===== src/verilog/mrd_data_pkg.sv =====
`default_nettype none

package mrd_data_pkg;

	localparam int NUM_BANKS = 7;
	localparam int NUM_LANES = 5;

	// bank number 7 marks a lane that maps to no bank.
	typedef logic [2:0] bank_idx_t;
	typedef logic signed [15:0] sample_t;

	// wide enough for a bank depth of up to 256 words.
	typedef logic [7:0] bank_addr_t;

	typedef struct packed {
		sample_t re;
		sample_t im;
	} cplx_t;

	// ~~~~~~~~~~~~~~~~~~~~~~~~~~~~~~
	typedef struct packed {
		logic       wren;
		bank_addr_t wraddr;
		cplx_t      din;
	} bank_wr_t;

	typedef bank_wr_t [NUM_BANKS-1:0] bank_wr_arr_t;
	typedef bank_addr_t [NUM_BANKS-1:0] bank_rd_arr_t;
	typedef cplx_t [NUM_BANKS-1:0] bank_dout_arr_t;

	// ~~~~~~~~~~~~~~~~~~~~~~~~~~~~~~
	typedef struct packed {
		bank_idx_t  bank_index;
		bank_addr_t bank_addr;
		cplx_t      d;
	} lane_t;

	typedef struct packed {
		logic                  valid;
		lane_t [NUM_LANES-1:0] lane;
	} lanes_t;

endpackage

`default_nettype wire


===== src/verilog/mrd_ctrl_pkg.sv =====
`default_nettype none

package mrd_ctrl_pkg;

	typedef enum logic [2:0] {
		IDLE        = 3'd0,
		SINK        = 3'd1,
		WAIT_TO_RD  = 3'd2,
		RD          = 3'd3,
		WAIT_WR_END = 3'd4,
		SOURCE      = 3'd5
	} fsm_state_e;

	typedef enum logic [1:0] {
		RADIX2 = 2'd0,
		RADIX4 = 2'd1
	} radix_e;

endpackage

`default_nettype wire


===== src/verilog/mrd_butterfly.sv =====
`timescale 1ns/1ps
`default_nettype none

module mrd_butterfly (
	input  wire logic                 clk,
	input  wire logic                 rst_n,
	input  wire mrd_ctrl_pkg::radix_e radix,
	input  wire mrd_data_pkg::lanes_t rd_lanes,
	output mrd_data_pkg::lanes_t      bf_lanes
);
	import mrd_data_pkg::*;
	import mrd_ctrl_pkg::*;

	// two guard bits hold a four-term sum.
	typedef logic signed [17:0] acc_t;

	typedef struct packed {
		acc_t re;
		acc_t im;
	} wide_t;

	wide_t                 w0;
	wide_t                 w1;
	wide_t                 w2;
	wide_t                 w3;
	lane_t [NUM_LANES-1:0] res;
	logic                  out_valid;
	lane_t [NUM_LANES-1:0] out_lane;

	function automatic wide_t widen(cplx_t x);
		wide_t w;
		w.re = acc_t'(x.re);
		w.im = acc_t'(x.im);
		return w;
	endfunction

	function automatic sample_t scale(acc_t v, logic r4);
		return r4 ? sample_t'(v >>> 2) : sample_t'(v >>> 1);
	endfunction

	// bank locations are copied through, so results overwrite their inputs.
	always_comb
	begin
		w0 = widen(rd_lanes.lane[0].d);
		w1 = widen(rd_lanes.lane[1].d);
		w2 = widen(rd_lanes.lane[2].d);
		w3 = widen(rd_lanes.lane[3].d);
		res = rd_lanes.lane;
		if (radix == RADIX4)
		begin
			res[0].d.re = scale(w0.re + w1.re + w2.re + w3.re, 1'b1);
			res[0].d.im = scale(w0.im + w1.im + w2.im + w3.im, 1'b1);
			res[1].d.re = scale(w0.re + w1.im - w2.re - w3.im, 1'b1);
			res[1].d.im = scale(w0.im - w1.re - w2.im + w3.re, 1'b1);
			res[2].d.re = scale(w0.re - w1.re + w2.re - w3.re, 1'b1);
			res[2].d.im = scale(w0.im - w1.im + w2.im - w3.im, 1'b1);
			res[3].d.re = scale(w0.re - w1.im - w2.re + w3.im, 1'b1);
			res[3].d.im = scale(w0.im + w1.re - w2.im - w3.re, 1'b1);
		end
		else
		begin
			res[0].d.re = scale(w0.re + w1.re, 1'b0);
			res[0].d.im = scale(w0.im + w1.im, 1'b0);
			res[1].d.re = scale(w0.re - w1.re, 1'b0);
			res[1].d.im = scale(w0.im - w1.im, 1'b0);
		end
	end

	always_ff @(posedge clk)
	begin
		if (!rst_n)
			out_valid <= 1'b0;
		else
			out_valid <= rd_lanes.valid;
	end

	always_ff @(posedge clk)
	begin
		out_lane <= res;
	end

	assign bf_lanes = {out_valid, out_lane};

endmodule

`default_nettype wire


===== config.mk =====
export PLATFORM = sky130hd
export DESIGN_NAME = mrd_butterfly
export DESIGN_NICKNAME = d
export VERILOG_FILES = /design/src/verilog/mrd_data_pkg.sv /design/src/verilog/mrd_ctrl_pkg.sv /design/src/verilog/mrd_butterfly.sv
export SDC_FILE = /design/constraint.sdc
export NUM_CORES = 1
export LEC_CHECK = 0
export ABC_AREA = 1
export BUFFER_PORTS_ARGS = -buffer_cell sky130_fd_sc_hd__buf_4
export CAP_MARGIN = 25
export CORE_UTILIZATION = 49
export DETAILED_ROUTE_END_ITERATION = 10
export PLACE_DENSITY = 0.77
export SKIP_LAST_GASP = 1
export SLEW_MARGIN = 20
export SYNTH_ARGS = -nofsm -noshare
export SYNTH_HDL_FRONTEND = slang
export SYNTH_SLANG_ARGS = --single-unit

===== constraint.sdc =====
create_clock -name clk -period 4.05 [get_ports clk]
set_input_delay 0.2025 -clock clk [delete_from_list [all_inputs] [get_ports clk]]
set_output_delay 0.2025 -clock clk [all_outputs]
set_load 0.01 [all_outputs]

==> report_table.html, run 1 <==
<table>
<tr><th>Metric</th><th>Value</th></tr>
<tr><th colspan="2">Worst hold path</th></tr>
<tr><td>Origin of the worst min-delay path</td><td>rd_lanes[155]</td></tr>
<tr><td>Worst hold stages</td><td>3</td></tr>
<tr><td>Type of the most critical hold path</td><td>in2reg</td></tr>
<tr><td>WHS Endpoint</td><td>bf_lanes[155]</td></tr>
<tr><th colspan="2">Timing</th></tr>
<tr><td>Endpoints failing setup</td><td>0</td></tr>
<tr><td>Max-slew violations</td><td>0</td></tr>
<tr><td>Highest attainable clock frequency</td><td>284 MHz</td></tr>
<tr><td>Headroom to the max-slew limit</td><td>38.2%</td></tr>
<tr><td>Setup repair after global routing missed its margin</td><td>false</td></tr>
<tr><td>Slew of the pin with the lowest slew margin</td><td>927 ps</td></tr>
<tr><td>Min Tclk post-route</td><td>3520 ps</td></tr>
<tr><td>Count of endpoints failing hold in the final timing report</td><td>0</td></tr>
<tr><td>Final period util</td><td>86.9%</td></tr>
<tr><td>Final setup TNS</td><td>0 ps</td></tr>
<tr><th colspan="2">Drt</th></tr>
<tr><td>DRT antenna net count</td><td>0</td></tr>
<tr><td>Via total after detailed routing</td><td>21500</td></tr>
<tr><td>Detailed-routing iteration count for the pre-antenna-repair pass</td><td>7</td></tr>
<tr><td>First-iteration detailed-routing DRC count</td><td>1658</td></tr>
<tr><td>Aggregate routed wire length</td><td>77.3 mm</td></tr>
<tr><td>Detail-routed via count per cell</td><td>5.33</td></tr>
<tr><td>DRC violations left</td><td>0</td></tr>
<tr><td>Routed length per instance</td><td>19.1 um</td></tr>
<tr><th colspan="2">Synth</th></tr>
<tr><td>Largest cells by area after synthesis</td><td>dfxtp_1 (21%), fa_1 (19%), nand2_1 (15%)</td></tr>
<tr><td>Post-synthesis share of cell area spent on and, or, nand and nor gates</td><td>27.2%</td></tr>
<tr><td>Synthesized area</td><td>21100 um2</td></tr>
<tr><td>Syn Inst Count</td><td>2913</td></tr>
<tr><td>Post-synth net total</td><td>3529</td></tr>
<tr><td>Combinational family with the most area after synthesis</td><td>adder cells</td></tr>
<tr><td>Unique masters post-synth</td><td>41</td></tr>
<tr><td>Cell type with the largest total area after synthesis</td><td>dfxtp_1</td></tr>
<tr><td>Portion of synthesized cell area occupied by the leading cell type</td><td>20.5%</td></tr>
<tr><td>Mean instance size in the synthesized netlist</td><td>7.23 um2</td></tr>
<tr><td>Count of state elements after synthesis</td><td>216</td></tr>
<tr><td>Number of warnings reported in the yosys synthesis log</td><td>0</td></tr>
<tr><td>Post-synthesis compound-gate area fraction</td><td>9.44%</td></tr>
<tr><td>Post-synthesis share of cell area spent on xor and xnor gates</td><td>3.24%</td></tr>
<tr><td>Synthesized-area fraction occupied by adder cells</td><td>30.6%</td></tr>
<tr><td>Post-synthesis sequential area ratio</td><td>20.5%</td></tr>
<tr><td>Mux cell area share after synthesis</td><td>0.0950%</td></tr>
<tr><th colspan="2">Critical path</th></tr>
<tr><td>Peak fanout along the critical path</td><td>6</td></tr>
<tr><td>Crit Path Class</td><td>in2reg</td></tr>
<tr><td>Data arrival time of the worst path</td><td>3840 ps</td></tr>
<tr><td>Maximum cell stage delay along the critical path</td><td>540 ps</td></tr>
<tr><td>Bufs and invs on worst path</td><td>3</td></tr>
<tr><td>Setup crit end kind</td><td>flop</td></tr>
<tr><td>Gate family responsible for the most delay along the worst path</td><td>adder cells</td></tr>
<tr><td>Critical Path, Cell by Cell</td><td>dlygate4sd3_1 &gt; buf_4 &gt; inv_1 &gt; fa_1 &gt; fa_1 &gt; ha_1 &gt; a21o_1 &gt; nor2_1 &gt; nand3_1 &gt; o21ai_0 &gt; o21ai_0</td></tr>
<tr><td>Crit path max-delay cell type</td><td>dlygate4sd3_1</td></tr>
<tr><td>CP required</td><td>4370 ps</td></tr>
<tr><td>Worst setup SP type</td><td>input pin</td></tr>
<tr><th colspan="2">Power</th></tr>
<tr><td>Static Leakage</td><td>14.3 nW</td></tr>
<tr><td>Peak VDD IR</td><td>0.391 mV</td></tr>
<tr><td>Power density of the placed cells</td><td>471 nW/um2</td></tr>
<tr><th colspan="2">Clock tree</th></tr>
<tr><td>TritonCTS sink count</td><td>216</td></tr>
<tr><td>Number of levels in the clock H-tree</td><td>1</td></tr>
<tr><td>Max Root-Sink Buffers</td><td>3</td></tr>
<tr><td>Hold-fix buffers at CTS</td><td>127</td></tr>
<tr><td>Post-CTS sizing</td><td>0</td></tr>
<tr><td>Cts bufs inserted</td><td>24</td></tr>
<tr><td>Clock Pin Slew Worst Setup and Hold Paths</td><td>60 ps</td></tr>
<tr><td>CTS tree</td><td>done</td></tr>
<tr><td>Post-CTS repair timing setup buffer count</td><td>0</td></tr>
<tr><td>Clk Tree Root Cell</td><td>clkbuf_16</td></tr>
<tr><th colspan="2">Job</th></tr>
<tr><td>Number of maximum-capacitance constraint violations</td><td>0</td></tr>
<tr><th colspan="2">GRT</th></tr>
<tr><td>Aggregate global-route resource usage</td><td>35.2%</td></tr>
<tr><td>Residual overflow from global routing</td><td>0</td></tr>
<tr><td>Pin count of the biggest net entering global routing</td><td>78</td></tr>
<tr><td>First-pass GRT wire length</td><td>118 mm</td></tr>
<tr><td>Number of antenna violations at the first check in global routing</td><td>11</td></tr>
<tr><td>Via count of the first global-routing pass</td><td>21600</td></tr>
<tr><th colspan="2">Place</th></tr>
<tr><td>Cell total after placement</td><td>3864</td></tr>
<tr><td>Standard cell area after detailed placement</td><td>25000 um2</td></tr>
<tr><td>Routability congestion estimate</td><td>1.00</td></tr>
<tr><td>Final HPWL DP</td><td>63.6 mm</td></tr>
<tr><td>Port bufs</td><td>435</td></tr>
<tr><th colspan="2">Floorplanning</th></tr>
<tr><td>Initial Util</td><td>49.9%</td></tr>
<tr><td>Total Die Area</td><td>43800 um2</td></tr>
<tr><td>Vertical die dimension</td><td>209 um</td></tr>
<tr><td>Top Ports</td><td>436</td></tr>
<tr><td>Floorplan Core Area</td><td>42200 um2</td></tr>
<tr><td>Placement row count</td><td>75</td></tr>
<tr><td>Chip width</td><td>209 um</td></tr>
<tr><th colspan="2">Final layout</th></tr>
<tr><td>Final Instance Count excl. Fillers</td><td>4041</td></tr>
<tr><td>Most frequent cells in the layout</td><td>nand2_1 (820), buf_4 (454), inv_1 (448), nand3_1 (219), dfxtp_1 (216)</td></tr>
<tr><td>Total non-filler cell area in the finished layout</td><td>27100 um2</td></tr>
<tr><td>Leading cell type in the layout, fill and taps excluded</td><td>nand2_1</td></tr>
<tr><td>Net total in the final layout</td><td>4094</td></tr>
<tr><td>Layout Area Growth over Synthesis</td><td>28.6%</td></tr>
<tr><td>Fraction of final layout cells sized beyond drive strength 1</td><td>14.8%</td></tr>
<tr><td>Utilization after layout</td><td>64.2%</td></tr>
<tr><th colspan="2">Status</th></tr>
<tr><td>Run status</td><td>finished, final reports clean</td></tr>
</table>
==> state kept, by name, indices dropped and copies added (netlist names) <==
| signal | flops |
|---|---|
| out_valid | 1 |
| bf_lanes | 215 |
==> metrics by stage <==
| stage | worst slack (ps) | hold WS (ps) | total power [mW] |
|---|---|---|---|
| 2_1_floorplan | 803 | 230 | 7.67 |
| 3_3_place_gp | 144 | 307 | 10.1 |
| 3_5_place_dp | 62.6 | 308 | 10.2 |
| 4_1_cts | 623 | 29.4 | 12.6 |
| 5_1_grt | 389 | 48.0 | 13.8 |
| 6_report | 532 | 54.3 | 12.8 |
==> layout make-up <==
type | count | area (um2)
flip-flops and latches | 216 | 4320
fillers | 3702 | 15100
inverters | 451 | 1700
well taps | 539 | 674
clock inverters | 10 | 143
multi-input cells | 2204 | 14900
repair buffers | 581 | 4680
clock buffers | 34 | 698
diodes | 6 | 15.0
==> worst max-delay path by stage <==
| stage | start | endpoint | cells past startpoint |
|---|---|---|---|
| after CTS | rd_lanes[94] | bf_lanes[136] | 12 |
| after global routing | rd_lanes[16] | bf_lanes[30] | 24 |
| after floorplan | rd_lanes[16] | bf_lanes[117] | 22 |
| after global placement | rd_lanes[16] | bf_lanes[30] | 23 |
| final | rd_lanes[94] | bf_lanes[136] | 11 |
| after detailed placement | rd_lanes[16] | bf_lanes[29] | 23 |
==> per-layer routing <==
layer	GRT usage, %	wire length (um)	vias up
met5	0	45	-
met3	6.43	6220	205
met1	41.2	29400	10000
met2	61.2	37300	939
met4	18.5	4260	6
li1	-	-	10400
==> power by group <==
| part | internal (mW) | switching, mW | total, mW |
|---|---|---|---|
| clock | 1.39 | 0.928 | 2.32 |
| combinational | 3.02 | 4.80 | 7.82 |
| sequential | 2.49 | 0.121 | 2.62 |
| total | 6.91 | 5.84 | 12.8 |
==> logic make-up after synthesis <==
logic type                 after synthesis
buffers and inverters                  493
xor gates and xnor gates                77
muxes                                    2
adders and majority gates              396
and+or+nand+nor                       1367
DFF                                    216
AOI/OAI and AO/OA                      362
==> cell usage after synthesis <==
library cell	instances
o21bai_2	1
o21ai_1	2
inv_1	448
xor2_2	1
or2_2	1
nand2_2	3
or2_1	1
fa_1	198
buf_1	3
buf_6	1
and2_4	1
a21oi_1	170
o21a_1	4
a21o_1	22
o22ai_1	13
nand3_2	1
xor2_1	39
nand4_1	7
nor2_2	3
nand3b_1	45
and2_1	12
nand2_1	820
o21ai_0	118
xnor2_1	37
nor2_1	215
mux2i_1	2
clkbuf_2	4
inv_2	3
ha_1	198
dfxtp_1	216
nor3_1	24
a21oi_2	4
o21bai_1	22
buf_2	15
a31oi_1	1
buf_4	3
nor4_1	14
o21ai_2	5
nor2_4	1
nand3_1	219
clkbuf_1	16
(Power assumes the default switching activity.)
==> run 2: changes to the inputs <==
--- a/config.mk
+++ b/config.mk
@@ -8,7 +8,9 @@
 export ABC_AREA = 1
 export BUFFER_PORTS_ARGS = -buffer_cell sky130_fd_sc_hd__buf_4
 export CAP_MARGIN = 25
+export CORE_MARGIN = 10
 export CORE_UTILIZATION = 49
+export CTS_BUF_LIST = sky130_fd_sc_hd__clkbuf_8
 export DETAILED_ROUTE_END_ITERATION = 10
 export PLACE_DENSITY = 0.77
 export SKIP_LAST_GASP = 1
==> run 2 against run 1 <==
- highest routed layer unchanged
- critical endpoint is now bf_lanes[117]
- clock-buffer cell count rose by 7
- critical path type unchanged
- largest cell class unchanged
- clock power fell by 10%
- combinational power rose by 2%
- sequential share of layout area barely moved
- total power fell by 0.73%
- utilization fell by 0.16 points
- via count rose by 1.4%
==> report_table.html, run 2 (synthesis results as in run 1) <==
<table>
<tr><th>Metric</th><th>Value</th></tr>
<tr><th colspan="2">Status</th></tr>
<tr><td>Run status</td><td>finished, final reports clean (unchanged)</td></tr>
<tr><th colspan="2">Place</th></tr>
<tr><td>Worst setup timing slack at the placement stage</td><td>134 ps (was 62.6 ps)</td></tr>
<tr><td>Cell total after placement</td><td>3858 (was 3864)</td></tr>
<tr><td>Final HPWL DP</td><td>69.9 mm (was 63.6 mm)</td></tr>
<tr><td>Port bufs</td><td>435 (unchanged)</td></tr>
<tr><td>Routability congestion estimate</td><td>1.02 (was 1.00)</td></tr>
<tr><th colspan="2">Timing</th></tr>
<tr><td>Slew of the pin with the lowest slew margin</td><td>933 ps (was 927 ps)</td></tr>
<tr><td>Minimum setup slack in the final design</td><td>662 ps (was 532 ps)</td></tr>
<tr><td>Hold slack</td><td>36.5 ps (was 54.3 ps)</td></tr>
<tr><td>Endpoints failing setup</td><td>0 (unchanged)</td></tr>
<tr><td>Headroom to the max-slew limit</td><td>37.8% (was 38.2%)</td></tr>
<tr><td>Setup repair after global routing missed its margin</td><td>false (unchanged)</td></tr>
<tr><td>Final period util</td><td>83.7% (was 86.9%)</td></tr>
<tr><td>Max-slew violations</td><td>0 (unchanged)</td></tr>
<tr><td>Count of endpoints failing hold in the final timing report</td><td>0 (unchanged)</td></tr>
<tr><td>Final setup TNS</td><td>0 ps (unchanged)</td></tr>
<tr><td>Min Tclk post-route</td><td>3390 ps (was 3520 ps)</td></tr>
<tr><td>Highest attainable clock frequency</td><td>295 MHz (was 284 MHz)</td></tr>
<tr><th colspan="2">Critical path</th></tr>
<tr><td>Gate family responsible for the most delay along the worst path</td><td>simple AND/OR/NAND/NOR gates (was adder cells)</td></tr>
<tr><td>Maximum cell stage delay along the critical path</td><td>500 ps (was 540 ps)</td></tr>
<tr><td>Data arrival time of the worst path</td><td>3820 ps (was 3840 ps)</td></tr>
<tr><td>Crit Path Class</td><td>in2reg (unchanged)</td></tr>
<tr><td>Setup crit end kind</td><td>flop (unchanged)</td></tr>
<tr><td>Worst setup SP type</td><td>input pin (unchanged)</td></tr>
<tr><td>Critical Path Source</td><td>rd_lanes[16] (was rd_lanes[94])</td></tr>
<tr><td>CP required</td><td>4490 ps (was 4370 ps)</td></tr>
<tr><td>Crit path max-delay cell type</td><td>fa_1 (was dlygate4sd3_1)</td></tr>
<tr><td>Most prevalent standard cell on the critical path</td><td>nand2_1</td></tr>
<tr><td>Peak fanout along the critical path</td><td>6 (unchanged)</td></tr>
<tr><td>Bufs and invs on worst path</td><td>5 (was 3)</td></tr>
<tr><td>CP Depth</td><td>25 (was 11)</td></tr>
<tr><th colspan="2">Drt</th></tr>
<tr><td>Detailed-routing iteration count for the pre-antenna-repair pass</td><td>5 (was 7)</td></tr>
<tr><td>DRT antenna net count</td><td>0 (unchanged)</td></tr>
<tr><td>Detail-routed via count per cell</td><td>5.38 (was 5.33)</td></tr>
<tr><td>Routed length per instance</td><td>21.0 um (was 19.1 um)</td></tr>
<tr><td>DRC violations left</td><td>0 (unchanged)</td></tr>
<tr><td>Aggregate routed wire length</td><td>85.0 mm (was 77.3 mm)</td></tr>
<tr><td>First-iteration detailed-routing DRC count</td><td>1529 (was 1658)</td></tr>
<tr><td>Via total after detailed routing</td><td>21800 (was 21500)</td></tr>
<tr><th colspan="2">Power</th></tr>
<tr><td>Power density of the placed cells</td><td>468 nW/um2 (was 471 nW/um2)</td></tr>
<tr><td>Static Leakage</td><td>14.3 nW (about the same)</td></tr>
<tr><td>Peak VDD IR</td><td>0.339 mV (was 0.391 mV)</td></tr>
<tr><th colspan="2">Final layout</th></tr>
<tr><td>Area occupied by registers</td><td>4320 um2 (unchanged)</td></tr>
<tr><td>Final-layout fill cell count</td><td>3755 (was 3702)</td></tr>
<tr><td>Final Instance Count excl. Fillers</td><td>4057 (was 4041)</td></tr>
<tr><td>Number of flip-flops under the largest register name</td><td>215 (unchanged)</td></tr>
<tr><td>Utilization after layout</td><td>64.0% (was 64.2%)</td></tr>
<tr><td>Net total in the final layout</td><td>4105 (was 4094)</td></tr>
<tr><td>Most frequent cells in the layout</td><td>nand2_1 (820), inv_1 (457), buf_4 (446), nand3_1 (219), dfxtp_1 (216) (was nand2_1 (820), buf_4 (454), inv_1 (448), nand3_1 (219), dfxtp_1 (216))</td></tr>
<tr><td>Leading cell type in the layout, fill and taps excluded</td><td>nand2_1 (unchanged)</td></tr>
<tr><td>Fraction of final layout cells sized beyond drive strength 1</td><td>15.0% (was 14.8%)</td></tr>
<tr><td>Layout Area Growth over Synthesis</td><td>28.2% (was 28.6%)</td></tr>
<tr><td>Area occupied by multi-input gates</td><td>14900 um2 (unchanged)</td></tr>
<tr><th colspan="2">Clock tree</th></tr>
<tr><td>Clk Tree Root Cell</td><td>clkbuf_8 (was clkbuf_16)</td></tr>
<tr><td>Cts bufs inserted</td><td>36 (was 24)</td></tr>
<tr><td>Clock Pin Slew Worst Setup and Hold Paths</td><td>70 ps (was 60 ps)</td></tr>
<tr><td>TritonCTS sink count</td><td>216 (unchanged)</td></tr>
<tr><td>Number of levels in the clock H-tree</td><td>2 (was 1)</td></tr>
<tr><td>CTS tree</td><td>done (unchanged)</td></tr>
<tr><td>Max Root-Sink Buffers</td><td>3 (unchanged)</td></tr>
<tr><th colspan="2">GRT</th></tr>
<tr><td>First-pass GRT wire length</td><td>128 mm (was 118 mm)</td></tr>
<tr><td>Residual overflow from global routing</td><td>0 (unchanged)</td></tr>
<tr><td>Number of antenna violations at the first check in global routing</td><td>11 (unchanged)</td></tr>
<tr><td>Aggregate global-route resource usage</td><td>32.5% (was 35.2%)</td></tr>
<tr><td>Via count of the first global-routing pass</td><td>22500 (was 21600)</td></tr>
<tr><td>Pin count of the biggest net entering global routing</td><td>120 (was 78)</td></tr>
<tr><th colspan="2">Floorplanning</th></tr>
<tr><td>Vertical die dimension</td><td>227 um (was 209 um)</td></tr>
<tr><td>Floorplan Core Area</td><td>42200 um2 (unchanged)</td></tr>
<tr><td>Top Ports</td><td>436 (unchanged)</td></tr>
<tr><td>Initial Util</td><td>49.9% (unchanged)</td></tr>
<tr><td>Placement row count</td><td>75 (unchanged)</td></tr>
<tr><td>Chip width</td><td>227 um (was 209 um)</td></tr>
<tr><td>Total Die Area</td><td>51700 um2 (was 43800 um2)</td></tr>
<tr><th colspan="2">Worst hold path</th></tr>
<tr><td>Worst hold stages</td><td>3 (unchanged)</td></tr>
<tr><td>Origin of the worst min-delay path</td><td>rd_lanes[103] (was rd_lanes[155])</td></tr>
<tr><td>Type of the most critical hold path</td><td>in2reg (unchanged)</td></tr>
<tr><th colspan="2">Job</th></tr>
<tr><td>Number of maximum-capacitance constraint violations</td><td>0 (unchanged)</td></tr>
</table>
-- run 2: layer usage --
metal | global-route usage (%) | vias up | share of wire [%]
met5 | 0 | - | 0.11
met3 | 7.10 | 236 | 9.0
li1 | - | 10400 | -
met2 | 56.5 | 994 | 48
met1 | 36.9 | 10200 | 37
met4 | 16.6 | 12 | 5.2
-- run 2: metrics by stage --
step / power [mW] / instance area, um2
final: 12.7 / 27000
after global routing: 13.7 / 27000
after CTS: 12.5 / 27000
after detailed placement: 10.3 / 24900
after global placement: 10.3 / 24900
after floorplan: 7.67 / 21100
-- run 2: final timing paths --
kind              slack, ps             to
setup / recovery        660  bf_lanes[117]
hold / removal           40  bf_lanes[103]
-- run 2: final cells by class --
class | instances | share of cell area, %
Antenna cell | 4 | 0.0370
Clock buffer | 41 | 2.09
Clock inverter | 22 | 0.676
Inverter | 451 | 6.27
Multi-Input combinational cell | 2204 | 55.0
Sequential cell | 216 | 16.0
Tap cell | 539 | 2.50
Timing Repair Buffer | 580 | 17.4
-- run 2: repair_timing --
item,4_1_cts,5_1_grt
buffers inserted,0,0
endpoints found under the hold margin,131,0
hold buffers,132,0
resized for setup,0,0
-- run 2: report_power, final --
group	total, mW	internal [mW]	switching [mW]
clock network	2.08	1.12	0.952
logic	7.97	3.02	4.95
registers	2.61	2.49	0.118
==> run 3: changes to the inputs <==
==> constraint.sdc (replaced) <==
create_clock -name clk -period 3.2 [get_ports clk]
set_input_delay 0.16 -clock clk [delete_from_list [all_inputs] [get_ports clk]]
set_output_delay 0.16 -clock clk [all_outputs]
set_load 0.01 [all_outputs]
==> run 3 against run 2 <==
- clock-buffer cell count up 3
- first-iteration DRC count up 60%
- combinational power increased by 49%
- final cell count is 11% higher
- sequential share of layout area down 1.9 points
- highest routed layer unchanged
==> report_table.html, run 3 (synthesis results as in run 1) <==
<table>
<tr><th>Metric</th><th>Value</th></tr>
<tr><th colspan="2">Final layout</th></tr>
<tr><td>Total non-filler cell area in the finished layout</td><td>30600 um2 (was 27000 um2)</td></tr>
<tr><td>Final-layout fill cell count</td><td>3281 (was 3755)</td></tr>
<tr><td>Net total in the final layout</td><td>4537 (was 4105)</td></tr>
<tr><td>Area occupied by multi-input gates</td><td>15100 um2 (was 14900 um2)</td></tr>
<tr><td>Final Instance Count excl. Fillers</td><td>4492 (was 4057)</td></tr>
<tr><td>Most frequent cells in the layout</td><td>buf_4 (878), nand2_1 (810), inv_1 (455), nand3_1 (216), dfxtp_1 (216) (was nand2_1 (820), inv_1 (457), buf_4 (446), nand3_1 (219), dfxtp_1 (216))</td></tr>
<tr><td>Leading cell type in the layout, fill and taps excluded</td><td>buf_4 (was nand2_1)</td></tr>
<tr><td>Number of flip-flops under the largest register name</td><td>215 (unchanged)</td></tr>
<tr><td>Fraction of final layout cells sized beyond drive strength 1</td><td>25.6% (was 15.0%)</td></tr>
<tr><td>Area occupied by registers</td><td>4320 um2 (unchanged)</td></tr>
<tr><td>Layout Area Growth over Synthesis</td><td>45.2% (was 28.2%)</td></tr>
<tr><th colspan="2">Timing</th></tr>
<tr><td>Slew of the pin with the lowest slew margin</td><td>716 ps (was 933 ps)</td></tr>
<tr><td>Max-slew violations</td><td>0 (unchanged)</td></tr>
<tr><td>Count of endpoints failing hold in the final timing report</td><td>0 (unchanged)</td></tr>
<tr><td>Headroom to the max-slew limit</td><td>52.3% (was 37.8%)</td></tr>
<tr><td>Minimum setup slack in the final design</td><td>71.7 ps (was 662 ps)</td></tr>
<tr><td>Endpoints failing setup</td><td>0 (unchanged)</td></tr>
<tr><td>Highest attainable clock frequency</td><td>320 MHz</td></tr>
<tr><td>Final setup TNS</td><td>0 ps (unchanged)</td></tr>
<tr><td>Final period util</td><td>97.8%</td></tr>
<tr><td>Min Tclk post-route</td><td>3130 ps</td></tr>
<tr><td>Setup repair after global routing missed its margin</td><td>true (was false)</td></tr>
<tr><th colspan="2">Place</th></tr>
<tr><td>Cell total after placement</td><td>4286 (was 3858)</td></tr>
<tr><td>Worst setup timing slack at the placement stage</td><td>-465 ps (was 134 ps)</td></tr>
<tr><td>Final HPWL DP</td><td>71.9 mm (was 69.9 mm)</td></tr>
<tr><td>Port bufs</td><td>435 (unchanged)</td></tr>
<tr><td>Routability congestion estimate</td><td>0.989 (was 1.02)</td></tr>
<tr><td>Standard cell area after detailed placement</td><td>28200 um2 (was 24900 um2)</td></tr>
<tr><th colspan="2">Clock tree</th></tr>
<tr><td>Number of levels in the clock H-tree</td><td>2 (unchanged)</td></tr>
<tr><td>TritonCTS sink count</td><td>216 (unchanged)</td></tr>
<tr><td>Max Root-Sink Buffers</td><td>3 (unchanged)</td></tr>
<tr><td>Clk Tree Root Cell</td><td>clkbuf_8 (unchanged)</td></tr>
<tr><td>CTS tree</td><td>done (unchanged)</td></tr>
<tr><td>Cts bufs inserted</td><td>36 (unchanged)</td></tr>
<tr><td>Clock Pin Slew Worst Setup and Hold Paths</td><td>60 ps (was 70 ps)</td></tr>
<tr><th colspan="2">Floorplanning</th></tr>
<tr><td>Top Ports</td><td>436 (unchanged)</td></tr>
<tr><td>Total Die Area</td><td>51700 um2 (unchanged)</td></tr>
<tr><td>Floorplan Core Area</td><td>42200 um2 (unchanged)</td></tr>
<tr><td>Chip width</td><td>227 um (unchanged)</td></tr>
<tr><td>Initial Util</td><td>49.9% (unchanged)</td></tr>
<tr><td>Vertical die dimension</td><td>227 um (unchanged)</td></tr>
<tr><td>Placement row count</td><td>75 (unchanged)</td></tr>
<tr><th colspan="2">Power</th></tr>
<tr><td>Cell internal pwr</td><td>9.89 mW (was 6.64 mW)</td></tr>
<tr><td>Reg power frac</td><td>18.3% (was 20.6%)</td></tr>
<tr><td>Peak VDD IR</td><td>0.599 mV (was 0.339 mV)</td></tr>
<tr><td>Power share of the clock group</td><td>16.2% (was 16.4%)</td></tr>
<tr><td>Power Total</td><td>18.1 mW (was 12.7 mW)</td></tr>
<tr><td>Power density of the placed cells</td><td>593 nW/um2 (was 468 nW/um2)</td></tr>
<tr><td>Power spent charging and discharging nets</td><td>8.25 mW (was 6.02 mW)</td></tr>
<tr><td>Logic gate share of total power</td><td>65.5% (was 63.0%)</td></tr>
<tr><td>Static Leakage</td><td>16.4 nW (was 14.3 nW)</td></tr>
<tr><td>Fraction of power spent switching nets</td><td>45.5% (was 47.5%)</td></tr>
<tr><th colspan="2">Critical path</th></tr>
<tr><td>Crit Path Class</td><td>in2reg (unchanged)</td></tr>
<tr><td>Setup crit end kind</td><td>flop (unchanged)</td></tr>
<tr><td>Data arrival time of the worst path</td><td>3610 ps (was 3820 ps)</td></tr>
<tr><td>Worst setup SP type</td><td>input pin (unchanged)</td></tr>
<tr><td>Peak fanout along the critical path</td><td>5 (was 6)</td></tr>
<tr><td>CP required</td><td>3680 ps (was 4490 ps)</td></tr>
<tr><th colspan="2">GRT</th></tr>
<tr><td>Residual overflow from global routing</td><td>0 (unchanged)</td></tr>
<tr><td>Via count of the first global-routing pass</td><td>24900 (was 22500)</td></tr>
<tr><td>Pin count of the biggest net entering global routing</td><td>120 (unchanged)</td></tr>
<tr><td>Aggregate global-route resource usage</td><td>34.6% (was 32.5%)</td></tr>
<tr><td>Number of antenna violations at the first check in global routing</td><td>15 (was 11)</td></tr>
<tr><td>First-pass GRT wire length</td><td>136 mm (was 128 mm)</td></tr>
<tr><th colspan="2">Worst hold path</th></tr>
<tr><td>Type of the most critical hold path</td><td>in2reg (unchanged)</td></tr>
<tr><td>Origin of the worst min-delay path</td><td>rd_lanes[130] (was rd_lanes[103])</td></tr>
<tr><td>WHS Endpoint</td><td>bf_lanes[130] (was bf_lanes[103])</td></tr>
<tr><td>Worst hold stages</td><td>3 (unchanged)</td></tr>
<tr><th colspan="2">Drt</th></tr>
<tr><td>First-iteration detailed-routing DRC count</td><td>2451 (was 1529)</td></tr>
<tr><td>Via total after detailed routing</td><td>24100 (was 21800)</td></tr>
<tr><td>Aggregate routed wire length</td><td>92.3 mm (was 85.0 mm)</td></tr>
<tr><td>Detail-routed via count per cell</td><td>5.35 (was 5.38)</td></tr>
<tr><td>Detailed-routing iteration count for the pre-antenna-repair pass</td><td>6 (was 5)</td></tr>
<tr><td>DRT antenna net count</td><td>0 (unchanged)</td></tr>
<tr><td>Routed length per instance</td><td>20.5 um (was 21.0 um)</td></tr>
<tr><td>DRC violations left</td><td>0 (unchanged)</td></tr>
<tr><th colspan="2">Status</th></tr>
<tr><td>Run status</td><td>finished, final reports clean (unchanged)</td></tr>
<tr><th colspan="2">Job</th></tr>
<tr><td>Number of maximum-capacitance constraint violations</td><td>0 (unchanged)</td></tr>
</table>
[run 3: changes by cell type in the layout (fill, tap and decap cells not counted), sizes merged]
cell | previous run | this run
buf | 448 | 879
bufinv | 3 | 5
clkbuf | 41 | 44
clkinv | 7 | 3
diode | 4 | 8
dlygate4sd3 | 132 | 133
inv | 461 | 459
[run 3: layout make-up]
| type | count | area share, % |
|---|---|---|
| Multi-Input combinational cell | 2204 | 49.4 |
| Timing Repair Buffer | 1012 | 26.0 |
| Sequential cell | 216 | 14.1 |
| Inverter | 451 | 5.54 |
| Tap cell | 539 | 2.20 |
| Clock buffer | 44 | 1.98 |
| Clock inverter | 18 | 0.703 |
| Antenna cell | 8 | 0.0654 |
[run 3: how the worst max path moves through the flow]
stage,from,to,slack [ps],cells after the start
global placement,rd_lanes[0],bf_lanes[101],-380,23
finish,rd_lanes[59],bf_lanes[27],70,23
detailed placement,rd_lanes[0],bf_lanes[101],-460,23
floorplan,rd_lanes[16],bf_lanes[29],50,22
global route,rd_lanes[63],bf_lanes[30],-90,23
CTS,rd_lanes[59],bf_lanes[30],130,22
[run 3: power by group through the flow]
stage / Clock (mW) / Sequential [mW] / Combinational (mW)
global route: 3.05 / 3.35 / 13.0
finish: 2.93 / 3.33 / 11.9
CTS: 2.90 / 3.30 / 11.3
floorplan: 0 / 3.57 / 6.14
global placement: 0 / 3.34 / 10.9
detailed placement: 0 / 3.35 / 11.0
[run 3: per-stage QoR]
stage | util [%] | hold slack (ps)
after floorplan | - | 188
after global placement | 66.7 | 264
after detailed placement | 66.7 | 266
after CTS | 71.8 | 11.8
after global routing | 72.4 | 81.3
final | 72.5 | 69.7
[run 3: worst max-delay path, stage by stage]
cell	delay, ps
buf_4	100
ha_1	160
inv_1	70
fa_2	350
inv_1	70
nand2_1	60
nand2_1	80
o21ai_2	110
o21ai_2	130
buf_4	160
xnor2_2	160
fa_1	460
ha_1	350
nand2_1	100
nand2_1	120
nor2_1	200
nand2_2	150
nand2_1	100
nand2_1	80
nor2_1	150
nor2_1	70
nand2_1	110
nand2_1	90
[run 3: routing by layer]
layer	global-route usage, %	wire [um]	vias to the layer above	share of wire, %
li1	-	-	11200	-
met1	38.5	33400	11200	36
met2	61.4	44800	1255	49
met3	6.94	8610	377	9.3
met4	18.1	5350	14	5.8
met5	0	92	-	0.10
[run 3: what timing repair did]
item	in CTS	in global routing
setup endpoints to repair	0	19
hold buffers	133	0
resized for setup	0	55
setup buffers	0	3
hold endpoints to repair	132	0
